$ cat src/hdl/periph_pkg.sv
package periph_pkg;

  // bus shape
  localparam int AddrWidth = 16;
  localparam int DataWidth = 32;

  typedef logic [AddrWidth-1:0] periph_addr_t;
  typedef logic [DataWidth-1:0] periph_data_t;

  // address bits 15:12 select the block
  typedef logic [3:0] region_t;
  localparam region_t RegionPlic = 4'd0;
  localparam region_t RegionUart = 4'd1;
  localparam region_t RegionSpi  = 4'd2;

  // word offset from address bits 5:2
  typedef logic [3:0] reg_offset_t;

  // ------------------------------
  // interrupt controller
  // ------------------------------
  localparam int NumSources = 2;
  localparam int NumTargets = 2;
  localparam int PrioWidth  = 3;

  // id 0 means nothing to claim
  typedef logic [1:0] irq_id_t;
  localparam irq_id_t SrcUart = 2'd1;
  localparam irq_id_t SrcSpi  = 2'd2;

  localparam reg_offset_t OffPrio1   = 4'd1;
  localparam reg_offset_t OffPrio2   = 4'd2;
  localparam reg_offset_t OffPending = 4'd4;
  localparam reg_offset_t OffEnable0 = 4'd5;
  localparam reg_offset_t OffEnable1 = 4'd6;
  localparam reg_offset_t OffThresh0 = 4'd8;
  localparam reg_offset_t OffThresh1 = 4'd9;
  localparam reg_offset_t OffClaim0  = 4'd10;
  localparam reg_offset_t OffClaim1  = 4'd11;

  // ------------------------------
  // uart and spi
  // ------------------------------
  localparam reg_offset_t OffUartData   = 4'd0;
  localparam reg_offset_t OffUartStatus = 4'd1;
  localparam reg_offset_t OffUartDiv    = 4'd2;
  localparam reg_offset_t OffUartIrqEn  = 4'd3;

  localparam int UartDivWidth = 16;
  localparam logic [UartDivWidth-1:0] UartDivReset = 16'd16;
  localparam logic [UartDivWidth-1:0] UartDivMin   = 16'd4;

  localparam reg_offset_t OffSpiData   = 4'd0;
  localparam reg_offset_t OffSpiStatus = 4'd1;
  localparam reg_offset_t OffSpiIrqEn  = 4'd2;

  // clock cycles per spi clock half period
  localparam int SpiHalfPeriod = 4;

endpackage

$ cat src/hdl/plic.sv
`timescale 1ns/1ps

module plic
  import periph_pkg::*;
(
  input  logic                  clk_i,
  input  logic                  reset_i,
  input  logic                  sel_i,
  input  logic                  write_i,
  input  reg_offset_t           offset_i,
  input  periph_data_t          wdata_i,
  input  logic [NumSources-1:0] irq_sources_i,
  output periph_data_t          rdata_o,
  output logic [NumTargets-1:0] irq_o
);

  logic [PrioWidth-1:0]  prio_q     [NumSources];
  logic [NumSources-1:0] enable_q   [NumTargets];
  logic [PrioWidth-1:0]  thresh_q   [NumTargets];
  logic [NumSources-1:0] pending_q;
  logic [NumSources-1:0] in_service_q;
  irq_id_t               best_id    [NumTargets];
  logic [PrioWidth-1:0]  best_prio  [NumTargets];
  logic [NumTargets-1:0] claim_rd;
  logic [NumTargets-1:0] complete_wr;
  logic [NumSources-1:0] claim_mask;
  logic [NumSources-1:0] complete_mask;

  // ------------------------------
  // arbitration per target
  // ------------------------------
  // strict compare so ties stay with the lower id
  always_comb begin
    for (int t = 0; t < NumTargets; t++) begin
      best_id[t]   = '0;
      best_prio[t] = '0;
      for (int s = 0; s < NumSources; s++) begin
        if (pending_q[s] && enable_q[t][s] && (prio_q[s] > best_prio[t])) begin
          best_prio[t] = prio_q[s];
          best_id[t]   = irq_id_t'(s + 1);
        end
      end
      irq_o[t] = best_prio[t] > thresh_q[t];
    end
  end

  // claim on read, complete on write of the same offset
  assign claim_rd[0]    = sel_i && !write_i && (offset_i == OffClaim0);
  assign claim_rd[1]    = sel_i && !write_i && (offset_i == OffClaim1);
  assign complete_wr[0] = sel_i && write_i && (offset_i == OffClaim0);
  assign complete_wr[1] = sel_i && write_i && (offset_i == OffClaim1);

  always_comb begin
    claim_mask    = '0;
    complete_mask = '0;
    for (int t = 0; t < NumTargets; t++) begin
      for (int s = 0; s < NumSources; s++) begin
        if (claim_rd[t] && (best_id[t] == irq_id_t'(s + 1))) begin
          claim_mask[s] = 1'b1;
        end
        if (complete_wr[t] && (wdata_i[$bits(irq_id_t)-1:0] == irq_id_t'(s + 1))) begin
          complete_mask[s] = 1'b1;
        end
      end
    end
  end

  // ------------------------------
  // state and config registers
  // ------------------------------
  always_ff @(posedge clk_i) begin
    if (reset_i) begin
      prio_q       <= '{default: '0};
      enable_q     <= '{default: '0};
      thresh_q     <= '{default: '0};
      pending_q    <= '0;
      in_service_q <= '0;
    end else begin
      // level gateway, masked while the source is in service
      pending_q    <= irq_sources_i & ~in_service_q & ~claim_mask;
      in_service_q <= (in_service_q & ~complete_mask) | claim_mask;
      if (sel_i && write_i) begin
        case (offset_i)
          OffPrio1:   prio_q[0]   <= wdata_i[PrioWidth-1:0];
          OffPrio2:   prio_q[1]   <= wdata_i[PrioWidth-1:0];
          OffEnable0: enable_q[0] <= wdata_i[NumSources-1:0];
          OffEnable1: enable_q[1] <= wdata_i[NumSources-1:0];
          OffThresh0: thresh_q[0] <= wdata_i[PrioWidth-1:0];
          OffThresh1: thresh_q[1] <= wdata_i[PrioWidth-1:0];
          default: ;
        endcase
      end
    end
  end

  always_comb begin
    rdata_o = '0;
    case (offset_i)
      OffPrio1:   rdata_o[PrioWidth-1:0]        = prio_q[0];
      OffPrio2:   rdata_o[PrioWidth-1:0]        = prio_q[1];
      OffPending: rdata_o[NumSources-1:0]       = pending_q;
      OffEnable0: rdata_o[NumSources-1:0]       = enable_q[0];
      OffEnable1: rdata_o[NumSources-1:0]       = enable_q[1];
      OffThresh0: rdata_o[PrioWidth-1:0]        = thresh_q[0];
      OffThresh1: rdata_o[PrioWidth-1:0]        = thresh_q[1];
      OffClaim0:  rdata_o[$bits(irq_id_t)-1:0]  = best_id[0];
      OffClaim1:  rdata_o[$bits(irq_id_t)-1:0]  = best_id[1];
      default: ;
    endcase
  end

endmodule

$ cat src/hdl/uart_core.sv
`timescale 1ns/1ps

module uart_core
  import periph_pkg::*;
(
  input  logic         clk_i,
  input  logic         reset_i,
  input  logic         sel_i,
  input  logic         write_i,
  input  reg_offset_t  offset_i,
  input  periph_data_t wdata_i,
  input  logic         rx_i,
  output periph_data_t rdata_o,
  output logic         tx_o,
  output logic         irq_o
);

  logic [UartDivWidth-1:0] div_q;
  logic                    irq_en_q;
  logic                    data_wr;
  logic                    data_rd;
  // transmit side
  logic                    tx_busy_q;
  logic [UartDivWidth-1:0] tx_cnt_q;
  logic [3:0]              tx_bit_q;
  logic [9:0]              tx_shift_q;
  // receive side
  logic                    rx_meta_q;
  logic                    rx_q;
  logic                    rx_prev_q;
  logic                    rx_busy_q;
  logic [UartDivWidth-1:0] rx_cnt_q;
  logic [3:0]              rx_bit_q;
  logic [7:0]              rx_shift_q;
  logic [7:0]              rx_data_q;
  logic                    rx_valid_q;

  assign data_wr = sel_i && write_i && (offset_i == OffUartData);
  assign data_rd = sel_i && !write_i && (offset_i == OffUartData);

  // ------------------------------
  // registers
  // ------------------------------
  always_ff @(posedge clk_i) begin
    if (reset_i) begin
      div_q    <= UartDivReset;
      irq_en_q <= 1'b0;
    end else if (sel_i && write_i) begin
      if (offset_i == OffUartDiv) begin
        // too short a bit time breaks mid-bit sampling
        if (wdata_i[UartDivWidth-1:0] < UartDivMin) begin
          div_q <= UartDivMin;
        end else begin
          div_q <= wdata_i[UartDivWidth-1:0];
        end
      end
      if (offset_i == OffUartIrqEn) begin
        irq_en_q <= wdata_i[0];
      end
    end
  end

  // ------------------------------
  // transmitter
  // ------------------------------
  always_ff @(posedge clk_i) begin
    if (reset_i) begin
      tx_busy_q <= 1'b0;
      tx_cnt_q  <= '0;
      tx_bit_q  <= '0;
    end else if (!tx_busy_q) begin
      if (data_wr) begin
        tx_busy_q <= 1'b1;
        tx_cnt_q  <= '0;
        tx_bit_q  <= '0;
      end
    end else if (tx_cnt_q == div_q - 1'b1) begin
      tx_cnt_q <= '0;
      if (tx_bit_q == 4'd9) begin
        tx_busy_q <= 1'b0;
      end else begin
        tx_bit_q <= tx_bit_q + 1'b1;
      end
    end else begin
      tx_cnt_q <= tx_cnt_q + 1'b1;
    end
  end

  // stop, data lsb first, start
  always_ff @(posedge clk_i) begin
    if (!tx_busy_q && data_wr) begin
      tx_shift_q <= {1'b1, wdata_i[7:0], 1'b0};
    end else if (tx_busy_q && (tx_cnt_q == div_q - 1'b1)) begin
      tx_shift_q <= {1'b1, tx_shift_q[9:1]};
    end
  end

  assign tx_o = tx_busy_q ? tx_shift_q[0] : 1'b1;

  // ------------------------------
  // receiver
  // ------------------------------
  always_ff @(posedge clk_i) begin
    if (reset_i) begin
      rx_meta_q  <= 1'b1;
      rx_q       <= 1'b1;
      rx_prev_q  <= 1'b1;
      rx_busy_q  <= 1'b0;
      rx_cnt_q   <= '0;
      rx_bit_q   <= '0;
      rx_valid_q <= 1'b0;
    end else begin
      rx_meta_q <= rx_i;
      rx_q      <= rx_meta_q;
      rx_prev_q <= rx_q;
      if (data_rd) begin
        rx_valid_q <= 1'b0;
      end
      if (!rx_busy_q) begin
        if (rx_prev_q && !rx_q) begin
          // first sample lands half a bit in
          rx_busy_q <= 1'b1;
          rx_cnt_q  <= (div_q >> 1) - 1'b1;
          rx_bit_q  <= '0;
        end
      end else if (rx_cnt_q == '0) begin
        rx_cnt_q <= div_q - 1'b1;
        rx_bit_q <= rx_bit_q + 1'b1;
        if ((rx_bit_q == 4'd0) && rx_q) begin
          // glitch, not a start bit
          rx_busy_q <= 1'b0;
        end else if (rx_bit_q == 4'd9) begin
          rx_busy_q  <= 1'b0;
          rx_valid_q <= 1'b1;
        end
      end else begin
        rx_cnt_q <= rx_cnt_q - 1'b1;
      end
    end
  end

  always_ff @(posedge clk_i) begin
    if (rx_busy_q && (rx_cnt_q == '0)) begin
      if ((rx_bit_q != 4'd0) && (rx_bit_q != 4'd9)) begin
        rx_shift_q <= {rx_q, rx_shift_q[7:1]};
      end
      if (rx_bit_q == 4'd9) begin
        rx_data_q <= rx_shift_q;
      end
    end
  end

  assign irq_o = rx_valid_q && irq_en_q;

  always_comb begin
    rdata_o = '0;
    case (offset_i)
      OffUartData:   rdata_o[7:0] = rx_data_q;
      OffUartStatus: rdata_o[1:0] = {rx_valid_q, tx_busy_q};
      OffUartDiv:    rdata_o[UartDivWidth-1:0] = div_q;
      OffUartIrqEn:  rdata_o[0] = irq_en_q;
      default: ;
    endcase
  end

endmodule

$ cat src/hdl/spi_master.sv
`timescale 1ns/1ps

module spi_master
  import periph_pkg::*;
(
  input  logic         clk_i,
  input  logic         reset_i,
  input  logic         sel_i,
  input  logic         write_i,
  input  reg_offset_t  offset_i,
  input  periph_data_t wdata_i,
  input  logic         spi_miso_i,
  output periph_data_t rdata_o,
  output logic         spi_clk_o,
  output logic         spi_mosi_o,
  output logic         spi_ss_o,
  output logic         irq_o
);

  logic                             busy_q;
  logic                             done_q;
  logic                             irq_en_q;
  logic                             sclk_q;
  logic [$clog2(SpiHalfPeriod)-1:0] hp_cnt_q;
  logic [2:0]                       bit_cnt_q;
  logic [7:0]                       shift_q;
  logic                             miso_q;
  logic                             data_wr;
  logic                             data_rd;
  logic                             hp_end;

  assign data_wr = sel_i && write_i && (offset_i == OffSpiData);
  assign data_rd = sel_i && !write_i && (offset_i == OffSpiData);
  assign hp_end  = busy_q && (int'(hp_cnt_q) == SpiHalfPeriod - 1);

  // ------------------------------
  // transfer control
  // ------------------------------
  always_ff @(posedge clk_i) begin
    if (reset_i) begin
      busy_q    <= 1'b0;
      done_q    <= 1'b0;
      irq_en_q  <= 1'b0;
      sclk_q    <= 1'b0;
      hp_cnt_q  <= '0;
      bit_cnt_q <= '0;
    end else begin
      if (data_rd) begin
        done_q <= 1'b0;
      end
      if (sel_i && write_i && (offset_i == OffSpiIrqEn)) begin
        irq_en_q <= wdata_i[0];
      end
      if (!busy_q) begin
        if (data_wr) begin
          busy_q    <= 1'b1;
          hp_cnt_q  <= '0;
          bit_cnt_q <= '0;
        end
      end else if (hp_end) begin
        hp_cnt_q <= '0;
        sclk_q   <= !sclk_q;
        // falling edge closes one bit
        if (sclk_q) begin
          bit_cnt_q <= bit_cnt_q + 1'b1;
          if (bit_cnt_q == 3'd7) begin
            busy_q <= 1'b0;
            done_q <= 1'b1;
          end
        end
      end else begin
        hp_cnt_q <= hp_cnt_q + 1'b1;
      end
    end
  end

  // mode 0, miso caught on the rise, shifted in on the fall
  always_ff @(posedge clk_i) begin
    if (!busy_q && data_wr) begin
      shift_q <= wdata_i[7:0];
    end else if (hp_end && !sclk_q) begin
      miso_q <= spi_miso_i;
    end else if (hp_end && sclk_q) begin
      shift_q <= {shift_q[6:0], miso_q};
    end
  end

  assign spi_clk_o  = sclk_q;
  assign spi_mosi_o = shift_q[7];
  assign spi_ss_o   = !busy_q;
  assign irq_o      = done_q && irq_en_q;

  always_comb begin
    rdata_o = '0;
    case (offset_i)
      OffSpiData:   rdata_o[7:0] = shift_q;
      OffSpiStatus: rdata_o[1:0] = {done_q, busy_q};
      OffSpiIrqEn:  rdata_o[0]   = irq_en_q;
      default: ;
    endcase
  end

endmodule

$ cat src/hdl/ariane_peripherals.sv
`timescale 1ns/1ps

module ariane_peripherals
  import periph_pkg::*;
(
  input  logic                  clk_i,
  input  logic                  reset_i,
  input  logic                  reg_valid_i,
  input  logic                  reg_write_i,
  input  periph_addr_t          reg_addr_i,
  input  periph_data_t          reg_wdata_i,
  output logic                  reg_rvalid_o,
  output periph_data_t          reg_rdata_o,
  output logic [NumTargets-1:0] irq_o,
  // uart
  input  logic                  rx_i,
  output logic                  tx_o,
  // spi
  output logic                  spi_clk_o,
  output logic                  spi_mosi_o,
  input  logic                  spi_miso_i,
  output logic                  spi_ss_o
);

  region_t      region;
  reg_offset_t  offset;
  logic         plic_sel;
  logic         uart_sel;
  logic         spi_sel;
  periph_data_t plic_rdata;
  periph_data_t uart_rdata;
  periph_data_t spi_rdata;
  periph_data_t rdata_mux;
  logic         uart_irq;
  logic         spi_irq;
  logic         rvalid_q;
  periph_data_t rdata_q;

  // ------------------------------
  // region decode
  // ------------------------------
  assign region = reg_addr_i[15:12];
  assign offset = reg_addr_i[5:2];

  assign plic_sel = reg_valid_i && (region == RegionPlic);
  assign uart_sel = reg_valid_i && (region == RegionUart);
  assign spi_sel  = reg_valid_i && (region == RegionSpi);

  // unused regions read as zero
  always_comb begin
    case (region)
      RegionPlic: rdata_mux = plic_rdata;
      RegionUart: rdata_mux = uart_rdata;
      RegionSpi:  rdata_mux = spi_rdata;
      default:    rdata_mux = '0;
    endcase
  end

  // sampled at the access edge, before any read side effect lands
  always_ff @(posedge clk_i) begin
    if (reset_i) begin
      rvalid_q <= 1'b0;
    end else begin
      rvalid_q <= reg_valid_i && !reg_write_i;
    end
    if (reg_valid_i && !reg_write_i) begin
      rdata_q <= rdata_mux;
    end
  end

  assign reg_rvalid_o = rvalid_q;
  assign reg_rdata_o  = rdata_q;

  // ------------------------------
  // blocks
  // ------------------------------
  plic i_plic (
    .clk_i         ( clk_i                ),
    .reset_i       ( reset_i              ),
    .sel_i         ( plic_sel             ),
    .write_i       ( reg_write_i          ),
    .offset_i      ( offset               ),
    .wdata_i       ( reg_wdata_i          ),
    .irq_sources_i ( {spi_irq, uart_irq}  ),
    .rdata_o       ( plic_rdata           ),
    .irq_o         ( irq_o                )
  );

  uart_core i_uart_core (
    .clk_i    ( clk_i       ),
    .reset_i  ( reset_i     ),
    .sel_i    ( uart_sel    ),
    .write_i  ( reg_write_i ),
    .offset_i ( offset      ),
    .wdata_i  ( reg_wdata_i ),
    .rx_i     ( rx_i        ),
    .rdata_o  ( uart_rdata  ),
    .tx_o     ( tx_o        ),
    .irq_o    ( uart_irq    )
  );

  spi_master i_spi_master (
    .clk_i      ( clk_i       ),
    .reset_i    ( reset_i     ),
    .sel_i      ( spi_sel     ),
    .write_i    ( reg_write_i ),
    .offset_i   ( offset      ),
    .wdata_i    ( reg_wdata_i ),
    .spi_miso_i ( spi_miso_i  ),
    .rdata_o    ( spi_rdata   ),
    .spi_clk_o  ( spi_clk_o   ),
    .spi_mosi_o ( spi_mosi_o  ),
    .spi_ss_o   ( spi_ss_o    ),
    .irq_o      ( spi_irq     )
  );

endmodule

$ cat config.mk
export PLATFORM = sky130hd
export DESIGN_NAME = ariane_peripherals
export DESIGN_NICKNAME = d
export VERILOG_FILES = /design/src/hdl/periph_pkg.sv /design/src/hdl/plic.sv /design/src/hdl/uart_core.sv /design/src/hdl/spi_master.sv /design/src/hdl/ariane_peripherals.sv
export SDC_FILE = /design/constraint.sdc
export NUM_CORES = 1
export LEC_CHECK = 0
export BUFFER_PORTS_ARGS = -buffer_cell sky130_fd_sc_hd__buf_2
export CAP_MARGIN = 5
export CORE_ASPECT_RATIO = 1.25
export CORE_MARGIN = 2
export CORE_UTILIZATION = 40
export DETAILED_ROUTE_END_ITERATION = 12
export GPL_TIMING_DRIVEN = 0
export MAX_ROUTING_LAYER = met4
export PLACE_DENSITY = 0.62
export SYNTH_ARGS = -nofsm -noshare
export SYNTH_HDL_FRONTEND = slang
export SYNTH_SLANG_ARGS = --single-unit
$ cat constraint.sdc
create_clock -name clk_i -period 7.35 [get_ports clk_i]
set_clock_uncertainty 0.15 [all_clocks]
set_input_delay 0.735 -clock clk_i [delete_from_list [all_inputs] [get_ports clk_i]]
set_output_delay 0.735 -clock clk_i [all_outputs]
set_load 0.03 [all_outputs]
After elaboration in Yosys (flattened, before gate mapping)

Cells that the tools add are included.

Logic and storage cells: 241
Input bits: 54
Register bits: 159

Bitwise logic cells: 8
Add/subtract/negate cells: 8
Magnitude comparators: 6
Mux-type cells: 77
Eq/ne operators: 30
Reductions and logical operators: 78

Operators by type and width:

| operator                                            | number |
|---|---|
| two-way mux 16 bit                                  | 7 |
| case mux 16 bit (3 select lines)                    | 1 |
| logical AND 1 bit                                   | 47 |
| two-way mux 1 bit                                   | 35 |
| two-way mux 8 bit                                   | 4 |
| subtractor 16 x 1 -> 16 bit, second input constant  | 2 |
| two-way mux 4 bit                                   | 7 |
| AND reduction 2 bit                                 | 14 |
| == test 4 bit, second input constant                | 6 |
| two-way mux 3 bit                                   | 8 |
| two-way mux 9 bit                                   | 2 |
| case mux 2 bit (9 select lines)                     | 1 |
| adder 16 x 1 -> 16 bit, second input constant       | 1 |
| == test 16 bit                                      | 1 |
| logical NOT 16 bit                                  | 1 |
| < comparator 16 x 3 -> 1 bit, second input constant | 1 |
| subtractor 15 x 1 -> 16 bit, second input constant  | 1 |
| == test 4 x 2 -> 1 bit, second input constant       | 3 |
| == test 4 x 3 -> 1 bit, second input constant       | 3 |
| > comparator 3 bit                                  | 4 |
| logical NOT 4 bit                                   | 3 |
| case mux 6 bit (2 select lines)                     | 1 |
| two-way mux 2 bit                                   | 5 |
| != test 2 bit, second input constant                | 5 |
| other kinds (22)                                    | 44 |

Depth between registers and ports, before layout

Word-level depth: 12
Gate-level depth with buffers: 12
Mapped depth without buffers: 11

Modules after synthesis

From an unflattened synthesis, not the netlist that was laid out.

Cell total of the unflattened synthesis: 1123
Area, all modules: 10532.6 um2

By module, submodules not included:

| module             | cells an instance | area an instance (um2) | instances |
|---|---|---|---|
| uart_core          | 695               | 5743.0                 | 1 |
| ariane_peripherals | 116               | 1923.1                 | 1 |
| plic               | 207               | 1720.4                 | 1 |
| spi_master         | 105               | 1146.1                 | 1 |

Worst setup path before layout

No wires, ideal clock.

Path kind: register to register
From: reg i_uart_core.div_q[2]
To: reg i_uart_core.tx_shift_q[1], enable pin
Data required time: 6.865 ns
Stages on the path, launching flop included: 12
Library setup time: 0.335 ns
Slack: 3.462 ns
Arrival: 3.403 ns
Path buffers: 2
Path through: dfxtp_1 > buf_6 > inv_1 > ha_1 > or4b_2 > clkbuf_1 > nor4b_1 > mux2_2 > a21oi_1 > nand4_1 > nor4_2 > nand2b_1

Longest elaborated chain between the ends: 4

RTL lines:

| element                             | RTL line        | RTL |
|---|---|---|
| start: declaration                  | uart_core.sv:18 | `logic [UartDivWidth-1:0] div_q;` |
| start signal: assignment            | uart_core.sv:46 | `div_q <= UartDivReset;` |
| start signal: assignment            | uart_core.sv:52 | `div_q <= UartDivMin;` |
| start signal: assignment            | uart_core.sv:54 | `div_q <= wdata_i[UartDivWidth-1:0];` |
| subtractor 16 x 1 -> 16 bit         | uart_core.sv:93 | `end else if (tx_busy_q && (tx_cnt_q == div_q - 1'b1)) begin` |
| == test 16 bit                      | uart_core.sv:93 |  |
| logical AND 1 bit                   | uart_core.sv:93 |  |
| nonzero test 2 bit (no source line) | n/a             |  |
| end signal: assignment              | uart_core.sv:92 | `tx_shift_q <= {1'b1, wdata_i[7:0], 1'b0};` |
| end signal: assignment              | uart_core.sv:94 | `tx_shift_q <= {1'b1, tx_shift_q[9:1]};` |
| end: declaration                    | uart_core.sv:26 | `logic [9:0] tx_shift_q;` |

No other way between the ends.
A chain may end at the register's enable or synchronous reset.

Worst setup path in the final report

From: reg i_uart_core.div_q[2]
To: reg i_uart_core.tx_shift_q[5], enable pin

Same word-level chain as after synthesis.

==> out/metrics.csv <==
metric;value;unit
drtIter0Drc;548;
p_clk_share;43.7;%
ys_ff_latch;143;
syn_area_per_cell;8.57;um2
synthFlopType;dfxtp_1;
seq_area_frac_synth;39.5;%
r2r_slack;2.52;ns
finalHoldViolCount;0;
cts_setup_buffers;0;
grt_usage;23.6;%
wl_per_cell;18.6;um
swShare;27.2;%
ir_worst_vdd;143;uV
netlist_area;8500;um2
setup_viol;0;
firstDrtPassIters;6;
path_max_fanout;9;
start_util;40.8;%
cp.buffers_inverters;3;
fin_crit_sh;65.8;%
synth-async-reset-ratio;0;%
rsz0062_at_grt;no;
dpl.hpwl;18900;um
dieArea;22400;um2
status;finished, final reports clean;
htreeDepth;4;
yosysTopAreaCellShare;22.2;%
synth_cell_types;78;
overflow;0;
arrival;4.77;ns
clock_sinks;143;
gp_congestion;0.932;
postSynthCellCount;991;
cts_buffers;17;
num-nets-final;1156;
final_cell_area;9700;um2
cts_hold_buffers;0;
fillCellCount;2103;
critPathCaptureType;flop;
row_count;59;
fin_setup_tns;0;ns
max_cap_viol_count;0;
fin_cells;1362;
antenna_found_initial;0;
diodes;0;
die_w;134;um
grt_pass1_vias;7270;
ctsLongestPathBuffers;2;
yosys_warnings;0;
port_buffers;50;
synth.most_common_cell;nand2_1;
worst_pin_slew;1.03;ns
cp_top_family;simple AND/OR/NAND/NOR gates;
wirelength;25300;um
placed_area;9150;um2
grt_pass1_wl;40100;um
finalMaxSlewViolations;0;
grt_max_degree;17;
viasPerCell;5.61;
path_class;reg -> reg;
p_seq_share;44.9;%
fmaxAchievable;207;MHz
ys_top_cells_by_count;nand2_1 (117), nor2_1 (111), dfxtp_1 (94);
area_delta_synth_final;14.2;%
place_inst;1330;
synth_edf_count;49;
vias;7644;
fp.coreArea;20800;um2
p_switching;0.508;mW
cts_tree;done;
ant_nets;0;
post_cts_resized;0;
critPathMaxStageDelay;0.85;ns
route.detailed.drc;0;
holdCritPathClass;reg -> reg;
pin_count;93;
relSlewSlack;30.5;%
leakage;3.52;nW
pwr_density_cell;192;nW/um2
path_cells;buf_6 > inv_1 > ha_1 > or4b_2 > clkbuf_1 > nor4b_1 > mux2_2 > a21oi_1 > nand4_1 > nor4_2 > nand2b_1;
critPathLaunchType;flop;
synth_top_area_cell;dfxtp_1;
p_int;1.36;mW
period_needed;4.83;ns
drive_gt1_share;11.8;%
clkTransAtPathRegs;0.06;ns
worstPathRequired;7.29;ns
die_y;167;um
comb_power_share;11.4;%
cts_root_buffer;clkbuf_16;
clock_latency;0.43;ns
synthTopCellsByArea;dfxtp_1 (22%), edfxtp_1 (17%), nand2_1 (5.2%);
slowest_stage;nor4_2;
## layer usage
layer / share of wire, % / global-route usage, % / wire length [um]
met4: 3.2 / 8.97 / 802
met1: 42 / 28.7 / 10600
met3: 5.2 / 3.44 / 1310
met5: 0 / - / 0
met2: 50 / 39.4 / 12700
## state kept, by name, summed over array words and instances, names as in the netlist, 2 cells and up
register                cells
i_uart_core.div_q          16
i_uart_core.rx_cnt_q       16
i_uart_core.tx_cnt_q       16
reg_rdata_o                16
i_uart_core.tx_shift_q      9
i_spi_master.shift_q        8
i_uart_core.rx_data_q       8
i_uart_core.rx_shift_q      8
i_plic.prio_q               6
i_plic.thresh_q             6
i_plic.enable_q             4
i_uart_core.rx_bit_q        4
i_uart_core.tx_bit_q        4
i_spi_master.bit_cnt_q      3
i_plic.in_service_q         2
i_plic.pending_q            2
i_spi_master.hp_cnt_q       2
## logic make-up after synthesis
kind of cell	share of synthesized area [%]
buf+inv	6.17
xor+xnor	7.10
fa+ha+maj	3.83
mux	3.81
simple gates	24.3
compound gates	15.3
other cells	0.0441
flops	39.5
## final timing paths
check / from / end / depth (start not counted)
worst max-delay path: i_uart_core.div_q[2]$_SDFFE_PP0P_ / i_uart_core.tx_shift_q[5]$_DFFE_PP_ / 11
worst min-delay path: i_uart_core.rx_meta_q$_SDFF_PP1_ / i_uart_core.rx_q$_SDFF_PP1_ / 1
worst max register to register: i_uart_core.div_q[2]$_SDFFE_PP0P_ / i_uart_core.tx_shift_q[5]$_DFFE_PP_ / 11
worst min register to register: i_uart_core.rx_meta_q$_SDFF_PP1_ / i_uart_core.rx_q$_SDFF_PP1_ / 1
## layout make-up
cell class,instances,area (um2),share of cell area (%)
multi-input combinational,744,4670,48.2
sequential,143,3350,34.6
clock buffer,20,468,4.82
buffer,81,382,3.93
tap,274,343,3.53
timing repair buffer,51,258,2.66
inverter,38,143,1.47
clock inverter,11,81.3,0.838
## cells in the final DEF, fill, tap and decap left out, drive strengths merged, types with 29 or more instances in the layout
cell | netlist | final
o21ai | 31 | 31
nand3 | 32 | 32
xnor2 | 37 | 37
a21oi | 57 | 57
mux2i | 29 | 29
clkbuf | 56 | 77
inv | 38 | 41
nor2 | 111 | 111
dfxtp | 94 | 94
nand2 | 117 | 117
edfxtp | 49 | 49
buf | 25 | 75
## metrics by stage
step | setup WS [ns] | hold slack, ns | power (mW) | util [%]
2_1_floorplan | 3.46 | 0.239 | 1.01 | -
3_3_place_gp | 2.57 | 0.244 | 1.07 | 43.9
3_5_place_dp | 2.59 | 0.246 | 1.07 | 43.9
4_1_cts | 2.56 | 0.265 | 1.88 | 46.6
5_1_grt | 2.27 | 0.275 | 1.94 | 46.6
6_report | 2.52 | 0.261 | 1.87 | 46.6
## power by group through the flow
stage	logic (mW)	clock network (mW)	registers (mW)
6_report	0.213	0.816	0.838
5_1_grt	0.237	0.862	0.840
4_1_cts	0.211	0.828	0.838
3_5_place_dp	0.210	0	0.855
3_3_place_gp	0.210	0	0.855
2_1_floorplan	0.147	0	0.859
Power figures use the tool's default switching activity.
